===== src/hdl/rot_dims_pkg.sv =====
package rot_dims_pkg;

  // ~~~~~~~~~~~~~~~~~~~~~~~~~~~~~~
  // Datapath widths
  // ~~~~~~~~~~~~~~~~~~~~~~~~~~~~~~
  localparam int word_width     = 8;                          // One weight
  localparam int cores          = 4;
  localparam int kernel_max     = 3;                          // Kernel width and height limit
  localparam int dma_bits       = 32;
  localparam int line_width     = word_width * cores * kernel_max;
  localparam int words_per_line = line_width / dma_bits;
  localparam int pack_width     = line_width - dma_bits;      // Words held before a line write

  // ~~~~~~~~~~~~~~~~~~~~~~~~~~~~~~
  // Frame limits
  // ~~~~~~~~~~~~~~~~~~~~~~~~~~~~~~
  localparam int cin_max    = 64;
  localparam int blocks_max = 16;

  localparam int bits_k      = $clog2(kernel_max);
  localparam int bits_cin    = $clog2(cin_max);
  localparam int bits_blocks = $clog2(blocks_max);
  localparam int bits_phase  = $clog2(words_per_line);

  // ~~~~~~~~~~~~~~~~~~~~~~~~~~~~~~
  // Line memory and output queue
  // ~~~~~~~~~~~~~~~~~~~~~~~~~~~~~~
  localparam int ram_lines   = kernel_max * cin_max;         // Per bank
  localparam int ram_latency = 2;
  localparam int bits_addr   = $clog2(ram_lines);
  localparam int fifo_depth  = 4;
  localparam int bits_fifo   = $clog2(fifo_depth);
  localparam int bits_count  = $clog2(fifo_depth + 1);

endpackage


===== src/hdl/rot_types_pkg.sv =====
package rot_types_pkg;

  // ~~~~~~~~~~~~~~~~~~~~~~~~~~~~~~
  // Frame header and stream sideband
  // ~~~~~~~~~~~~~~~~~~~~~~~~~~~~~~

  // Sits in the low bits of the first input word
  typedef struct packed {
    logic [rot_dims_pkg::bits_k-1:0]      k_1;       // 0 is 1x1, 2 is 3x3
    logic [rot_dims_pkg::bits_cin-1:0]    cin_1;
    logic [rot_dims_pkg::bits_blocks-1:0] blocks_1;
  } rot_header_t;

  typedef struct packed {
    logic                            is_config;
    logic [rot_dims_pkg::bits_k-1:0] k_1;
  } rot_tuser_t;

  // ~~~~~~~~~~~~~~~~~~~~~~~~~~~~~~
  // Bank ownership
  // ~~~~~~~~~~~~~~~~~~~~~~~~~~~~~~
  typedef struct packed {
    logic                               full;      // Reader owns the bank
    rot_header_t                        header;
    logic [rot_dims_pkg::bits_addr-1:0] lines_1;
  } bank_desc_t;

  // ~~~~~~~~~~~~~~~~~~~~~~~~~~~~~~
  // Control states
  // ~~~~~~~~~~~~~~~~~~~~~~~~~~~~~~
  typedef enum logic [1:0] {
    wr_header,
    wr_data,
    wr_drop                                          // Discard up to tlast
  } writer_state_e;

  typedef enum logic [1:0] {
    rd_idle,
    rd_config,
    rd_lines,
    rd_release
  } reader_state_e;

endpackage


===== src/hdl/weight_writer.sv =====
`timescale 1ns/10ps

module weight_writer (
  input  logic                                  aclk,
  input  logic                                  rst_n,
  input  logic [rot_dims_pkg::dma_bits-1:0]     s_tdata,
  input  logic                                  s_tvalid,
  input  logic                                  s_tlast,
  output logic                                  s_tready,
  output logic                                  wr_en,
  output logic                                  wr_bank,
  output logic [rot_dims_pkg::bits_addr-1:0]    wr_addr,
  output logic [rot_dims_pkg::line_width-1:0]   wr_line,
  output rot_types_pkg::bank_desc_t [1:0]       bank_desc,
  input  logic [1:0]                            bank_release,
  output logic                                  len_error
);

  rot_types_pkg::writer_state_e         state;
  rot_types_pkg::rot_header_t           hdr;
  rot_types_pkg::rot_header_t           in_hdr;
  logic [rot_dims_pkg::bits_addr-1:0]   lines_1;
  logic [rot_dims_pkg::bits_addr-1:0]   hdr_lines_1;
  logic [rot_dims_pkg::bits_addr-1:0]   cin_ext;
  logic [rot_dims_pkg::bits_addr-1:0]   line_addr;
  logic [rot_dims_pkg::bits_phase-1:0]  phase;
  logic [rot_dims_pkg::pack_width-1:0]  pack;
  logic                                 wr_sel;
  logic                                 beat;
  logic                                 legal_k;
  logic                                 line_done;
  logic                                 last_word;

  // ~~~~~~~~~~~~~~~~~~~~~~~~~~~~~~
  // Header decode
  // ~~~~~~~~~~~~~~~~~~~~~~~~~~~~~~
  assign in_hdr  = s_tdata[$bits(rot_types_pkg::rot_header_t)-1:0];
  assign cin_ext = {{(rot_dims_pkg::bits_addr-rot_dims_pkg::bits_cin){1'b0}}, in_hdr.cin_1};
  assign legal_k = (in_hdr.k_1 == '0) || (in_hdr.k_1 == rot_dims_pkg::kernel_max - 1);

  // 3x3 keeps three lines per channel
  assign hdr_lines_1 = (in_hdr.k_1 == '0) ? cin_ext : (cin_ext << 1) + cin_ext + 8'd2;

  always_comb begin
    case (state)
      rot_types_pkg::wr_header: s_tready = !bank_desc[wr_sel].full;  // Wait for free bank
      default:                  s_tready = 1'b1;
    endcase
  end

  assign beat      = s_tvalid && s_tready;
  assign line_done = (phase == rot_dims_pkg::words_per_line - 1);
  assign last_word = line_done && (line_addr == lines_1);

  // ~~~~~~~~~~~~~~~~~~~~~~~~~~~~~~
  // Line packing and RAM write
  // ~~~~~~~~~~~~~~~~~~~~~~~~~~~~~~
  assign wr_en   = beat && (state == rot_types_pkg::wr_data) && line_done;
  assign wr_bank = wr_sel;
  assign wr_addr = line_addr;
  assign wr_line = {s_tdata, pack};                   // Oldest word lands lowest

  always_ff @(posedge aclk) begin
    if (beat && state == rot_types_pkg::wr_header) begin
      hdr     <= in_hdr;
      lines_1 <= hdr_lines_1;
    end
    if (beat && state == rot_types_pkg::wr_data) begin
      pack <= {s_tdata, pack[rot_dims_pkg::pack_width-1:rot_dims_pkg::dma_bits]};
    end
  end

  always_ff @(posedge aclk) begin
    if (!rst_n) begin
      state     <= rot_types_pkg::wr_header;
      wr_sel    <= 1'b0;
      line_addr <= '0;
      phase     <= '0;
      len_error <= 1'b0;
      for (int b = 0; b < 2; b++) begin
        bank_desc[b].full <= 1'b0;
      end
    end else begin
      len_error <= 1'b0;
      for (int b = 0; b < 2; b++) begin
        if (bank_release[b]) bank_desc[b].full <= 1'b0;  // Reader is done with it
      end
      case (state)
        rot_types_pkg::wr_header: begin
          if (beat) begin
            line_addr <= '0;
            phase     <= '0;
            if (s_tlast) begin
              len_error <= 1'b1;                      // Header only
            end else if (!legal_k) begin
              state <= rot_types_pkg::wr_drop;
            end else begin
              state <= rot_types_pkg::wr_data;
            end
          end
        end
        rot_types_pkg::wr_data: begin
          if (beat) begin
            phase <= line_done ? '0 : phase + 1'b1;
            if (line_done) line_addr <= line_addr + 1'b1;
            if (s_tlast) begin
              state <= rot_types_pkg::wr_header;
              if (last_word) begin
                bank_desc[wr_sel].full    <= 1'b1;
                bank_desc[wr_sel].header  <= hdr;
                bank_desc[wr_sel].lines_1 <= lines_1;
                wr_sel                    <= ~wr_sel;
              end else begin
                len_error <= 1'b1;                    // Short frame
              end
            end else if (last_word) begin
              state <= rot_types_pkg::wr_drop;        // Long frame
            end
          end
        end
        rot_types_pkg::wr_drop: begin
          if (beat && s_tlast) begin
            len_error <= 1'b1;
            state     <= rot_types_pkg::wr_header;
          end
        end
        default: state <= rot_types_pkg::wr_header;
      endcase
    end
  end

endmodule


===== config.mk =====
export PLATFORM = sky130hd
export DESIGN_NAME = weight_writer
export DESIGN_NICKNAME = d
export VERILOG_FILES = /design/src/hdl/rot_dims_pkg.sv /design/src/hdl/rot_types_pkg.sv /design/src/hdl/weight_writer.sv
export SDC_FILE = /design/constraint.sdc
export NUM_CORES = 1
export LEC_CHECK = 0
export BUFFER_PORTS_ARGS = -buffer_cell sky130_fd_sc_hd__buf_2
export CELL_PAD_IN_SITES_DETAIL_PLACEMENT = 2
export CELL_PAD_IN_SITES_GLOBAL_PLACEMENT = 2
export CORE_MARGIN = 2
export CORE_UTILIZATION = 33
export DETAILED_ROUTE_END_ITERATION = 10
export PLACE_DENSITY = 0.79
export SYNTH_ARGS = -nofsm -noshare
export SYNTH_HDL_FRONTEND = slang
export SYNTH_SLANG_ARGS = --single-unit

===== constraint.sdc =====
create_clock -name aclk -period 3.75 [get_ports aclk]
set_input_delay 0.75 -clock aclk [delete_from_list [all_inputs] [get_ports aclk]]
set_output_delay 0.75 -clock aclk [all_outputs]
set_load 0.02 [all_outputs]

==> results by group <==
Status
  • Status: finished clean

Timing
  • Worst-margin pin slew: 0.783 ns
  • Post-Route Skew: 0.00718 ns
  • Relative slew slack: 0.477
  • Final period util: 0.711
  • Total negative slack: 0 ns
  • Fin. Hold Viols: 0
  • Fin crit period: 2.67 ns
  • RSZ-0062 raised after global routing: no
  • Fin. max-slew vios: 0
  • Final Setup Violations: 0
  • Achievable Freq: 375 MHz
  • WHS: 0.445 ns

Power
  • Leakage: 2.74 nW
  • Power per standard cell area: 568 mW/mm²
  • Maximum vdd ir drop: 354 µV

Logic synthesis
  • Post-Syn Area: 0.00524 mm²
  • Register area share after synthesis: 0.755
  • Yosys warning total: 0
  • Syn Inst Count: 320
  • Yosys cell types: 50
  • Synth Area per Inst: 16.4 µm²
  • Number of synthesized flops with an enable pin: 121
  • #FFs+latches synth: 137
  • Synth async-reset ratio: 0
  • Primary FF master, synth: edfxtp_1
  • Synthesized Nets: 370

Cells and area
  • Share of layout cells above drive strength 1: 0.470
  • Nets: 543
  • Diode count: 0
  • Fin area: 0.00688 mm²
  • # fillers: 1525
  • Register area: 0.00395 mm²
  • Area of the multi-input gates: 965 µm²
  • Layout area overhead: 31.3%

Route
  • Avg Vias per Cell: 4.77
  • Avg WL per Cell: 24.0 µm
  • Final ANT Viol Nets: 0
  • Initial DRC count: 119
  • Residual DRC: 0
  • Vias post-DR: 3443
  • Final wirelength: 17300 µm
  • Drt pass-1 iters: 4

Die
  • Starting Density: 0.333
  • Num rows: 46
  • IO Pins: 188
  • Die width: 130 µm
  • Core Area: 0.0157 mm²
  • DIE AREA: 0.0169 mm²
  • Die Y: 130 µm

Worst setup path
  • Worst EP required: 3.00 ns
  • Reg2reg setup slack: 1.29 ns
  • WS Path Type: reg -> out
  • WP data arrival: 1.92 ns
  • Max Fanout on Critical Path: 18
  • CP endpoint kind: primary output
  • Worst Setup Start Kind: flip-flop

Placed design
  • I/O Buffers: 187
  • DP Area: 0.00623 mm²
  • Hpwl dp: 12000 µm
  • GP Congestion: 0.793

Clocking
  • CTS Buffer Depth: 2
  • Quantity of gates resized following cts: 0
  • CTS Hold Buffers Added: 0
  • TritonCTS buffer count: 17
  • Clk root buf: clkbuf_16
  • Post-CTS Setup Repair Bufs: 0
  • Clk Latency, worst-skew pair: 0.43 ns
  • # clock sinks: 137
  • H-tree levels: 4
  • Clk pin slew, worst setup/hold paths: 0.06 ns
  • CTS tree: yes

Hold path
  • Worst hold path class: reg -> reg

Global routing
  • Vias in the first global route: 3810
  • Initial antenna violation count: 0
  • First-pass GRT wire length: 24800 µm
  • Largest net degree at the start of global routing: 33
  • Global route overflow: 0
  • Gr usage total: 0.210

Run
  • Max_cap viols: 0
-- critical path, cell delays in order (launching register included) --
cell      delay, ns
dfxtp_1        0.73
nand3b_1       0.31
nor2_1         0.25
buf_2          0.20
-- power breakdown --
group	total, W	internal (W)	switching [W]
clock network	0.00188	0.00119	0.000689
registers	0.00177	0.00172	0.0000420
logic	0.000264	0.0000857	0.000178
-- kinds of logic after synthesis --
kind of cell             after synthesis  synth area share
adder cells (fa/ha/maj)               12            0.0301
buffers and inverters                 52            0.0645
AND/OR/NAND/NOR                       60            0.0638
AO/OA/AOI/OAI                         43            0.0564
multiplexers                           5            0.0124
flip-flops                           137             0.755
XOR/XNOR                              11            0.0184
-- layer usage --
metal / part of all wire / global-route usage / vias to the layer above
met5: 0 / 0 / -
met4: 0.032 / 0.0961 / 0
met3: 0.043 / 0.0451 / 33
met2: 0.57 / 0.412 / 124
met1: 0.35 / 0.209 / 1763
li1: - / - / 1523
-- metrics by stage --
stage / total power (W) / setup slack (ns) / std cells / util
floorplan: 0.00195 / 0.172 / 320 / -
global placement: 0.00202 / 1.09 / 690 / 0.396
detailed placement: 0.00205 / 0.943 / 690 / 0.396
CTS: 0.00394 / 1.09 / 722 / 0.438
global route: 0.00401 / 0.954 / 722 / 0.438
finish: 0.00390 / 1.08 / 722 / 0.438
-- cell usage in the layout (no fill, tap or decap), drive strengths merged, types with 2 or more instances in the layout --
cell,n
edfxtp,121
inv,15
nand3,2
buf,192
nand2,10
xor2,10
nor4,2
nand4,6
a31o,3
mux2i,3
mux2,2
a21o,3
and2,4
o31ai,4
o21ai,7
or4,3
nor3,5
ha,11
bufinv,6
clkinv,6
nor2b,2
nand3b,2
nor2,14
clkbuf,18
a21oi,17
dfxtp,16
nand2b,3
-- area by class of cell --
class	instances	area share
Clock buffer	18	0.0624
Inverter	14	0.00964
Tap cell	216	0.0393
Sequential cell	137	0.575
Timing Repair Buffer	192	0.142
Multi-Input combinational cell	131	0.140
Clock inverter	14	0.0322
-- worst paths after layout --
check                               from        to  cells after the start
worst min register to register  pack[54]  pack[22]                      0
worst min-delay path            pack[54]  pack[22]                      0
worst max register to register  state[0]  pack[31]                      3
worst max-delay path            state[0]     wr_en                      3
-- cells in the mapped netlist (3+ instances only) --
library cell	number	share of area
a31o_2	3	0.0050
dfxtp_1	16	0.061
clkbuf_1	3	0.0021
edfxtp_1	121	0.69
ha_1	11	0.026
nor2_1	14	0.010
o21ai_0	6	0.0057
o31ai_1	4	0.0057
a21oi_1	17	0.016
buf_4	34	0.049
nand2_1	10	0.0072
or4_1	3	0.0043
nor3_1	5	0.0048
nand4_1	6	0.0072
xor2_1	10	0.017
and2_1	3	0.0036
inv_1	13	0.0093
(Power assumes the default switching activity.)
