File: src/hdl/rot_dims_pkg.sv
package rot_dims_pkg;

  // ~~~~~~~~~~~~~~~~~~~~~~~~~~~~~~
  // Datapath widths
  // ~~~~~~~~~~~~~~~~~~~~~~~~~~~~~~
  localparam int word_width     = 8;                          // One weight
  localparam int cores          = 4;
  localparam int kernel_max     = 3;                          // Kernel width and height limit
  localparam int dma_bits       = 32;
  localparam int line_width     = word_width * cores * kernel_max;
  localparam int words_per_line = line_width / dma_bits;
  localparam int pack_width     = line_width - dma_bits;      // Words held before a line write

  // ~~~~~~~~~~~~~~~~~~~~~~~~~~~~~~
  // Frame limits
  // ~~~~~~~~~~~~~~~~~~~~~~~~~~~~~~
  localparam int cin_max    = 64;
  localparam int blocks_max = 16;

  localparam int bits_k      = $clog2(kernel_max);
  localparam int bits_cin    = $clog2(cin_max);
  localparam int bits_blocks = $clog2(blocks_max);
  localparam int bits_phase  = $clog2(words_per_line);

  // ~~~~~~~~~~~~~~~~~~~~~~~~~~~~~~
  // Line memory and output queue
  // ~~~~~~~~~~~~~~~~~~~~~~~~~~~~~~
  localparam int ram_lines   = kernel_max * cin_max;         // Per bank
  localparam int ram_latency = 2;
  localparam int bits_addr   = $clog2(ram_lines);
  localparam int fifo_depth  = 4;
  localparam int bits_fifo   = $clog2(fifo_depth);
  localparam int bits_count  = $clog2(fifo_depth + 1);

endpackage

File: src/hdl/rot_types_pkg.sv
package rot_types_pkg;

  // ~~~~~~~~~~~~~~~~~~~~~~~~~~~~~~
  // Frame header and stream sideband
  // ~~~~~~~~~~~~~~~~~~~~~~~~~~~~~~

  // Sits in the low bits of the first input word
  typedef struct packed {
    logic [rot_dims_pkg::bits_k-1:0]      k_1;       // 0 is 1x1, 2 is 3x3
    logic [rot_dims_pkg::bits_cin-1:0]    cin_1;
    logic [rot_dims_pkg::bits_blocks-1:0] blocks_1;
  } rot_header_t;

  typedef struct packed {
    logic                            is_config;
    logic [rot_dims_pkg::bits_k-1:0] k_1;
  } rot_tuser_t;

  // ~~~~~~~~~~~~~~~~~~~~~~~~~~~~~~
  // Bank ownership
  // ~~~~~~~~~~~~~~~~~~~~~~~~~~~~~~
  typedef struct packed {
    logic                               full;      // Reader owns the bank
    rot_header_t                        header;
    logic [rot_dims_pkg::bits_addr-1:0] lines_1;
  } bank_desc_t;

  // ~~~~~~~~~~~~~~~~~~~~~~~~~~~~~~
  // Control states
  // ~~~~~~~~~~~~~~~~~~~~~~~~~~~~~~
  typedef enum logic [1:0] {
    wr_header,
    wr_data,
    wr_drop                                          // Discard up to tlast
  } writer_state_e;

  typedef enum logic [1:0] {
    rd_idle,
    rd_config,
    rd_lines,
    rd_release
  } reader_state_e;

endpackage

File: src/hdl/weight_reader.sv
`timescale 1ns/10ps

module weight_reader (
  input  logic                                aclk,
  input  logic                                rst_n,
  input  rot_types_pkg::bank_desc_t [1:0]     bank_desc,
  output logic                                rd_en,
  output logic                                rd_bank,
  output logic [rot_dims_pkg::bits_addr-1:0]  rd_addr,
  input  logic [rot_dims_pkg::line_width-1:0] rd_line,
  output logic [1:0]                          bank_release,
  output logic [rot_dims_pkg::line_width-1:0] m_tdata,
  output rot_types_pkg::rot_tuser_t           m_tuser,
  output logic                                m_tvalid,
  output logic                                m_tlast,
  input  logic                                m_tready
);

  typedef struct packed {
    logic                       valid;
    rot_types_pkg::rot_tuser_t  tuser;
    logic                       last;
    rot_types_pkg::rot_header_t hdr;
  } tag_t;

  typedef struct packed {
    logic [rot_dims_pkg::line_width-1:0] data;
    rot_types_pkg::rot_tuser_t           tuser;
    logic                                last;
  } entry_t;

  rot_types_pkg::reader_state_e          state;
  rot_types_pkg::bank_desc_t             desc;
  logic                                  rd_sel;
  logic [rot_dims_pkg::bits_blocks-1:0]  block_cnt;
  logic [rot_dims_pkg::bits_addr-1:0]    line_cnt;
  tag_t                                  tag_in;
  tag_t                                  tag_out;
  tag_t [rot_dims_pkg::ram_latency-1:0]  tag_q;
  entry_t                                queue [rot_dims_pkg::fifo_depth];
  entry_t                                push_entry;
  logic [rot_dims_pkg::bits_fifo-1:0]    wptr;
  logic [rot_dims_pkg::bits_fifo-1:0]    rptr;
  logic [rot_dims_pkg::bits_count-1:0]   q_count;
  logic [rot_dims_pkg::bits_count-1:0]   inflight;
  logic                                  issue_ok;
  logic                                  push;
  logic                                  pop;

  assign desc = bank_desc[rd_sel];

  // ~~~~~~~~~~~~~~~~~~~~~~~~~~~~~~
  // Credit check
  // ~~~~~~~~~~~~~~~~~~~~~~~~~~~~~~
  always_comb begin
    inflight = '0;
    for (int i = 0; i < rot_dims_pkg::ram_latency; i++) begin
      inflight = inflight + tag_q[i].valid;
    end
  end

  // Keep filling an empty queue even when the sink is stalled
  assign issue_ok = (q_count + inflight < rot_dims_pkg::fifo_depth) &&
                    (m_tready || q_count == '0);

  always_comb begin
    tag_in           = '0;
    tag_in.hdr       = desc.header;
    tag_in.tuser.k_1 = desc.header.k_1;
    rd_en            = 1'b0;
    case (state)
      rot_types_pkg::rd_config: begin
        tag_in.valid           = issue_ok;
        tag_in.tuser.is_config = 1'b1;
      end
      rot_types_pkg::rd_lines: begin
        tag_in.valid = issue_ok;
        tag_in.last  = (line_cnt == desc.lines_1);
        rd_en        = issue_ok;
      end
      default: ;
    endcase
  end

  assign rd_bank      = rd_sel;
  assign rd_addr      = line_cnt;
  assign bank_release = (state == rot_types_pkg::rd_release) ? (2'b01 << rd_sel) : 2'b00;

  // ~~~~~~~~~~~~~~~~~~~~~~~~~~~~~~
  // Replay FSM
  // ~~~~~~~~~~~~~~~~~~~~~~~~~~~~~~
  always_ff @(posedge aclk) begin
    if (!rst_n) begin
      state     <= rot_types_pkg::rd_idle;
      rd_sel    <= 1'b0;
      block_cnt <= '0;
      line_cnt  <= '0;
      tag_q     <= '0;
    end else begin
      tag_q <= {tag_q[rot_dims_pkg::ram_latency-2:0], tag_in};  // Tracks RAM latency
      case (state)
        rot_types_pkg::rd_idle: begin
          if (desc.full) begin
            block_cnt <= '0;
            state     <= rot_types_pkg::rd_config;
          end
        end
        rot_types_pkg::rd_config: begin
          if (issue_ok) begin
            line_cnt <= '0;
            state    <= rot_types_pkg::rd_lines;
          end
        end
        rot_types_pkg::rd_lines: begin
          if (issue_ok) begin
            if (line_cnt == desc.lines_1) begin
              if (block_cnt == desc.header.blocks_1) begin
                state <= rot_types_pkg::rd_release;
              end else begin
                block_cnt <= block_cnt + 1'b1;
                state     <= rot_types_pkg::rd_config;
              end
            end else begin
              line_cnt <= line_cnt + 1'b1;
            end
          end
        end
        rot_types_pkg::rd_release: begin
          rd_sel <= ~rd_sel;                          // Banks drain in turn
          state  <= rot_types_pkg::rd_idle;
        end
        default: state <= rot_types_pkg::rd_idle;
      endcase
    end
  end

  // ~~~~~~~~~~~~~~~~~~~~~~~~~~~~~~
  // Output queue
  // ~~~~~~~~~~~~~~~~~~~~~~~~~~~~~~
  assign tag_out = tag_q[rot_dims_pkg::ram_latency-1];
  assign push    = tag_out.valid;
  assign pop     = m_tvalid && m_tready;

  always_comb begin
    push_entry.tuser = tag_out.tuser;
    push_entry.last  = tag_out.last;
    if (tag_out.tuser.is_config) begin
      push_entry.data = {{(rot_dims_pkg::line_width-$bits(rot_types_pkg::rot_header_t)){1'b0}},
                         tag_out.hdr};
    end else begin
      push_entry.data = rd_line;
    end
  end

  always_ff @(posedge aclk) begin
    if (push) queue[wptr] <= push_entry;
  end

  always_ff @(posedge aclk) begin
    if (!rst_n) begin
      wptr    <= '0;
      rptr    <= '0;
      q_count <= '0;
    end else begin
      if (push) wptr <= wptr + 1'b1;
      if (pop) rptr <= rptr + 1'b1;
      case ({push, pop})
        2'b10:   q_count <= q_count + 1'b1;
        2'b01:   q_count <= q_count - 1'b1;
        default: ;
      endcase
    end
  end

  assign m_tvalid = (q_count != '0);
  assign m_tdata  = queue[rptr].data;
  assign m_tuser  = queue[rptr].tuser;
  assign m_tlast  = queue[rptr].last;

endmodule

File: config.mk
export PLATFORM = sky130hd
export DESIGN_NAME = weight_reader
export DESIGN_NICKNAME = d
export VERILOG_FILES = /design/src/hdl/rot_dims_pkg.sv /design/src/hdl/rot_types_pkg.sv /design/src/hdl/weight_reader.sv
export SDC_FILE = /design/constraint.sdc
export NUM_CORES = 1
export LEC_CHECK = 0
export BUFFER_PORTS_ARGS = -buffer_cell sky130_fd_sc_hd__buf_2
export CAP_MARGIN = 20
export CELL_PAD_IN_SITES_DETAIL_PLACEMENT = 0
export CELL_PAD_IN_SITES_GLOBAL_PLACEMENT = 2
export CORE_ASPECT_RATIO = 0.9
export CORE_MARGIN = 1
export CORE_UTILIZATION = 39
export DETAILED_ROUTE_END_ITERATION = 10
export PLACE_DENSITY_LB_ADDON = 0.05
export SETUP_SLACK_MARGIN = 0.1
export SYNTH_ARGS = -nofsm -noshare
export SYNTH_HDL_FRONTEND = slang
export SYNTH_SLANG_ARGS = --single-unit
File: constraint.sdc
create_clock -name aclk -period 3.31 [get_ports aclk]
set_input_delay 0.4965 -clock aclk [delete_from_list [all_inputs] [get_ports aclk]]
set_output_delay 0.4965 -clock aclk [all_outputs]
set_load 0.05 [all_outputs]
==> impl_metrics.tcl, run 1 <==
set metrics [dict create \
    reg2reg_slack_ns 0.73 \
    period_share 0.850 \
    initial_core_util 0.397 \
    status "completed" \
    cts-resized-gates 0 \
    end_kind "output port" \
    first_global_vias 9441 \
    cts-root-buf "clkbuf_16" \
    grt_pass1_wl_um 56700 \
    max_freq_mhz 355 \
    remaining_drc_errors 0 \
    drive_gt1_frac 0.387 \
    worstPathCellList "ha_1 > nand2_1 > a31oi_1 > or2_2 > nor2_1 > buf_2" \
    final_max_slew_viol_count 0 \
    drtAntennaViolNets 0 \
    netlist_top_cells_count "400 x edfxtp_1, 100 x mux4_2, 86 x nor2b_1" \
    min_path_type "primary input to flop" \
    critical_path.top_delay_family "simple AND/OR/NAND/NOR gates" \
    clk_pin_slew_worst_paths_ns 0.06 \
    wl_per_cell_um 20.5 \
    critPathMaxStageDelay_ns 0.47 \
    synth_ff_type "edfxtp_1" \
    finalWorstSetupSlack_ns 0.496 \
    synthCells 891 \
    hold_end "tag_q[4]" \
    drt-initial-drc-count 425 \
    netlist.area_leader.share 0.683 \
    syn-cell-area_um2 17600 \
    maxSlewHeadroom 0.412 \
    synth_nets 1045 \
    synth_seq_cells 454 \
    clk_latency_ns 0.57 \
    synth-adder-area-share 0.00968 \
    gp_congestion 0.704 \
    critPathMaxFanout 17 \
    worstSetupPathType "flop to output port" \
    port_buffers 253 \
    vias 8947 \
    antenna_found_initial 3 \
    vias_per_cell 4.94 \
    die_area_um2 45900 \
    synth-edff-count 400 \
    synth.area.top_cells "edfxtp_1 68%, mux4_2 13%, dfxtp_1 6.1%" \
    r2r-end "block_cnt[2]" \
    post_cts_buffers 0 \
    setup_tns_ns 0 \
    synth_simple_gate_area_frac 0.0588 \
    wirelength_um 37200 \
    synth_top_family_by_area "multiplexers" \
    cts_tree "done" \
    muxShareOfSynthArea 0.150 \
    rsz0062_at_grt "false" \
    min_from "bank_desc[12]" \
    reg2reg_depth 7 \
    cts_hold_buf 0 \
    synthXorXnorAreaFrac 0.00896 \
    setup_violations 0 \
    cts_sinks 454 \
    ys_types 48 \
    worstPathArrival_ns 2.32 \
    fp.dieH_um 203 \
    ios 254 \
    syn_to_final_growth_pct 20.9 \
    r2r_start "rd_bank" \
    holdPathStages 3 \
    crit_buf_inv 1 \
    synth-compound-area-share 0.0141 \
    drv_cap 0 \
    grt_max_degree 57 \
    synth.most_common_cell "edfxtp_1" \
    die_x_um 226 \
    core_um2 44300 \
    fin_util 0.480 \
    place_ws_ns 0.749 \
    final_area_um2 21300 \
    cp-start-kind "flop" \
    hold_slack_ns 0.173 \
    powerDensity_nw_per_um2 723 \
    synth_area_per_cell_um2 19.7 \
    htree_levels 2 \
    track_usage 0.165 \
    dr.pass1.iters 4 \
    synth_top_cell_by_area "edfxtp_1" \
    grt_overflow 0 \
    fin_worst_skew_ns 0.0202 \
    nets 1329 \
    ir_drop_v 0.000424 \
    ys_seq_area_frac 0.744 \
    required_ns 2.81 \
    clock_path_buffers 3 \
    synthArstFlopShare 0 \
    crit_slowest_cell "or2_2" \
    timing.final.crit_period_ns 2.81 \
    seq_area_um2 13100 \
    multi_input_area_um2 4260 \
    fillers 3827 \
    rows 73 \
    tightest_slew_ns 0.881 \
    hold_viol 0 \
    cts_buffers 49 \
    placed_cell_area_um2 19700 \
    dpl.hpwl_um 22700 \
    yosys_warnings 0 \
    p_leak_nw 7.19 \
]
[layout make-up]
cell class | instances | area share
Multi-Input combinational cell | 378 | 0.200
Tap cell | 600 | 0.0353
Timing Repair Buffer | 277 | 0.0739
Clock buffer | 70 | 0.0647
Clock inverter | 17 | 0.00659
Sequential cell | 454 | 0.616
Antenna cell | 1 | 0.000118
Inverter | 15 | 0.00265
[registers in the layout (all words and copies together), names as in the netlist, named ones only]
name / cells
wptr: 2
tag_out: 12
tag_q: 15
rd_addr: 8
block_cnt: 4
push_entry: 2
push: 1
q_count: 3
rptr: 2
queue: 400
state: 2
rd_bank: 1
[worst reg2reg max path, stage by stage (launching register included)]
cell and delay (ns):
dfxtp_1 0.65, buf_4 0.36, mux2i_1 0.35, xnor2_1 0.13, o41a_1 0.42, a41oi_1 0.33, o21ai_0 0.17, o41ai_2 0.06
[cell families (layout without fill, tap and decap cells)]
kind of cell / count (synthesis) / count (layout)
AO/OA/AOI/OAI: 33 / 33
XOR/XNOR: 18 / 18
adder cells (fa/ha/maj): 13 / 13
buffers and inverters: 59 / 379
flip-flops: 454 / 454
multiplexers: 137 / 137
other: 0 / 1
AND/OR/NAND/NOR: 177 / 177
[placed cells by master, fill, tap and decap left out, drive strengths merged, types with 14 or more instances in the layout]
cell type / count
mux4: 100
dfxtp: 54
clkbuf: 70
clkinv: 15
edfxtp: 400
and2: 22
inv: 14
nor2: 29
nor2b: 86
xnor2: 15
nand2: 14
buf: 277
mux2i: 25
[per-stage QoR]
step	total power [mW]	std cells
after floorplan	9.51	891
after global placement	10.4	1724
after detailed placement	10.4	1724
after CTS	15.6	1811
after global routing	16.0	1812
final	15.4	1812
[worst max path at each step]
| stage | slack, ns | cells after the start | from | to |
|---|---|---|---|---|
| 5_1_grt | 0.34 | 6 | q_count[0] | rd_en |
| 3_3_place_gp | 0.79 | 7 | rd_bank | block_cnt[2] |
| 3_5_place_dp | 0.75 | 7 | rd_bank | block_cnt[2] |
| 6_report | 0.50 | 6 | q_count[0] | rd_en |
| 2_1_floorplan | 0.78 | 7 | q_count[0] | rd_en |
| 4_1_cts | 0.44 | 3 | flop | m_tdata[13] |
[where the power goes]
part	total, mW	switching, mW	internal, mW
logic	3.43	2.33	1.10
clock network	5.11	2.08	3.03
registers	6.82	0.173	6.65
total	15.4	4.58	10.8
[per-layer routing]
layer  track usage  wire length (um)
met1         0.226             16800
met2         0.267             18000
met3        0.0346              1700
met4        0.0488               619
met5             0                23
(Power assumes the default switching activity.)
==> run 2, diff against run 1 <==
Settings changed: CORE_UTILIZATION 39 to 43.
Clock period 3.31 ns to 3 ns, I/O delays scaled along.
==> impl_metrics.tcl, run 2 (synthesized netlist as in run 1, its figures left out) <==
set metrics [dict create \
    cts-resized-gates 0 \
    hold_viol 0 \
    track_usage 0.177 \
    setup_tns_ns 0 \
    drt-initial-drc-count 597 \
    cts-root-buf "clkbuf_16" \
    cts_sinks 454 \
    p_int_mw 11.7 \
    wl_per_cell_um 20.7 \
    fp.dieH_um 194 \
    clock_path_buffers 3 \
    fillers 3295 \
    nets 1327 \
    period_share 0.920 \
    first_global_vias 9440 \
    largest_register_ffs 400 \
    end_kind "output port" \
    p_comb_frac 0.225 \
    min_path_type "primary input to flop" \
    wl_met3_um 2360 \
    netSwitchingFraction 0.303 \
    final_max_slew_viol_count 0 \
    finalNonFillerCells 1744 \
    dpl.hpwl_um 22000 \
    final_common_cell "edfxtp_1" \
    timing.final.crit_period_ns 2.76 \
    maxSlewHeadroom 0.598 \
    vias 8917 \
    dr.pass1.iters 5 \
    drive_gt1_frac 0.382 \
    vias_per_cell 5.11 \
    met2_length_um 17300 \
    place_ws_ns 0.654 \
    powerDensity_nw_per_um2 794 \
    clk_pin_slew_worst_paths_ns 0.06 \
    fin_worst_skew_ns 0.0126 \
    rsz0062_at_grt "true" \
    critical_path.top_delay_family "multiplexers" \
    cts_buffers 48 \
    rows 69 \
    cts_tree "done" \
    final_cell_mix "400 x edfxtp_1, 253 x buf_2, 100 x mux4_2" \
    cp-start-kind "flop" \
    htree_levels 2 \
    crit_slowest_cell "mux4_2" \
    met1Wirelength_um 15900 \
    critPathMaxStageDelay_ns 0.58 \
    post_cts_buffers 0 \
    largest-register "queue" \
    seq_area_um2 13100 \
    remaining_drc_errors 0 \
    die_x_um 215 \
    grt_max_degree 47 \
    worstPathCellList "buf_12 > mux4_2 > buf_2" \
    routed.top_layer "met5" \
    antenna_found_initial 5 \
    grt_pass1_wl_um 56100 \
    ios 254 \
    worstSetupPathType "flop to output port" \
    switchingPower_mw 5.08 \
    initial_core_util 0.441 \
    pwr-share-seq 0.447 \
    cts_hold_buf 0 \
    wirelength_um 36200 \
    crit_buf_inv 2 \
    ir_drop_v 0.000484 \
    clockPowerShare 0.327 \
    power.total_mw 16.8 \
    grt_overflow 0 \
    port_buffers 253 \
    critPathMaxFanout 36 \
    setup_violations 0 \
    dpl.cell_count 1655 \
    status "completed" \
    tightest_slew_ns 0.603 \
    core_um2 39900 \
    p_leak_nw 7.15 \
    required_ns 2.55 \
    syn_to_final_growth_pct 20.1 \
    drtAntennaViolNets 0 \
    gp_congestion 0.717 \
    max_freq_mhz 362 \
    worstPathArrival_ns 2.31 \
    die_area_um2 41700 \
    multi_input_area_um2 4260 \
    drv_cap 0 \
    finalWorstSetupSlack_ns 0.240 \
    clk_latency_ns 0.57 \
]
run 2: changes by cell type in the layout (fill, tap and decap cells not counted), moves of 2 or more:
cell	before	now
clkbuf_8	5	0
clkbuf_1	15	18
clkinv_1	8	11
buf_4	14	12
run 2: per-layer routing:
metal	track usage	vias to the layer above
li1	-	4083
met1	0.239	4565
met2	0.283	202
met3	0.0529	57
met4	0.0436	10
met5	0	-
run 2: final cells by class:
type,count,area share
clock buffers,68,0.0625
clock inverters,20,0.00634
repair buffers,276,0.0747
flip-flops and latches,454,0.621
multi-input cells,378,0.202
well taps,532,0.0315
inverters,15,0.00267
diodes,1,0.000119
run 2: power groups by stage:
stage	Sequential [mW]	Combinational (mW)	Clock [mW]
after floorplan	7.55	2.93	0
after detailed placement	7.64	3.84	0
final	7.50	3.78	5.49
after CTS	7.51	3.85	5.64
after global placement	7.63	3.84	0
after global routing	7.54	4.03	5.92
run 2: per-stage QoR:
| stage | instance area (um^2) | utilization | hold slack, ns |
|---|---|---|---|
| 6_report | 21100 | 0.529 | 0.116 |
| 5_1_grt | 21100 | 0.529 | 0.118 |
| 4_1_cts | 21100 | 0.529 | 0.0739 |
| 3_5_place_dp | 19700 | 0.493 | 0.418 |
| 3_3_place_gp | 19700 | 0.493 | 0.417 |
| 2_1_floorplan | 17600 | - | 0.412 |
run 2: worst min-delay path: stages:
cell and delay [ns]:
buf_2 0.07, mux2i_1 0.05, nor2_1 0.08
run 2: final timing paths:
path,start,end,slack (ns),cells after the start
worst max-delay path,flop,m_tdata[76],0.24,3
worst min-delay path,bank_desc[13],tag_q[5],0.12,3
worst max register to register,rd_bank,block_cnt[3],0.66,7
worst min register to register,tag_q[15],push_entry[3],0.43,1
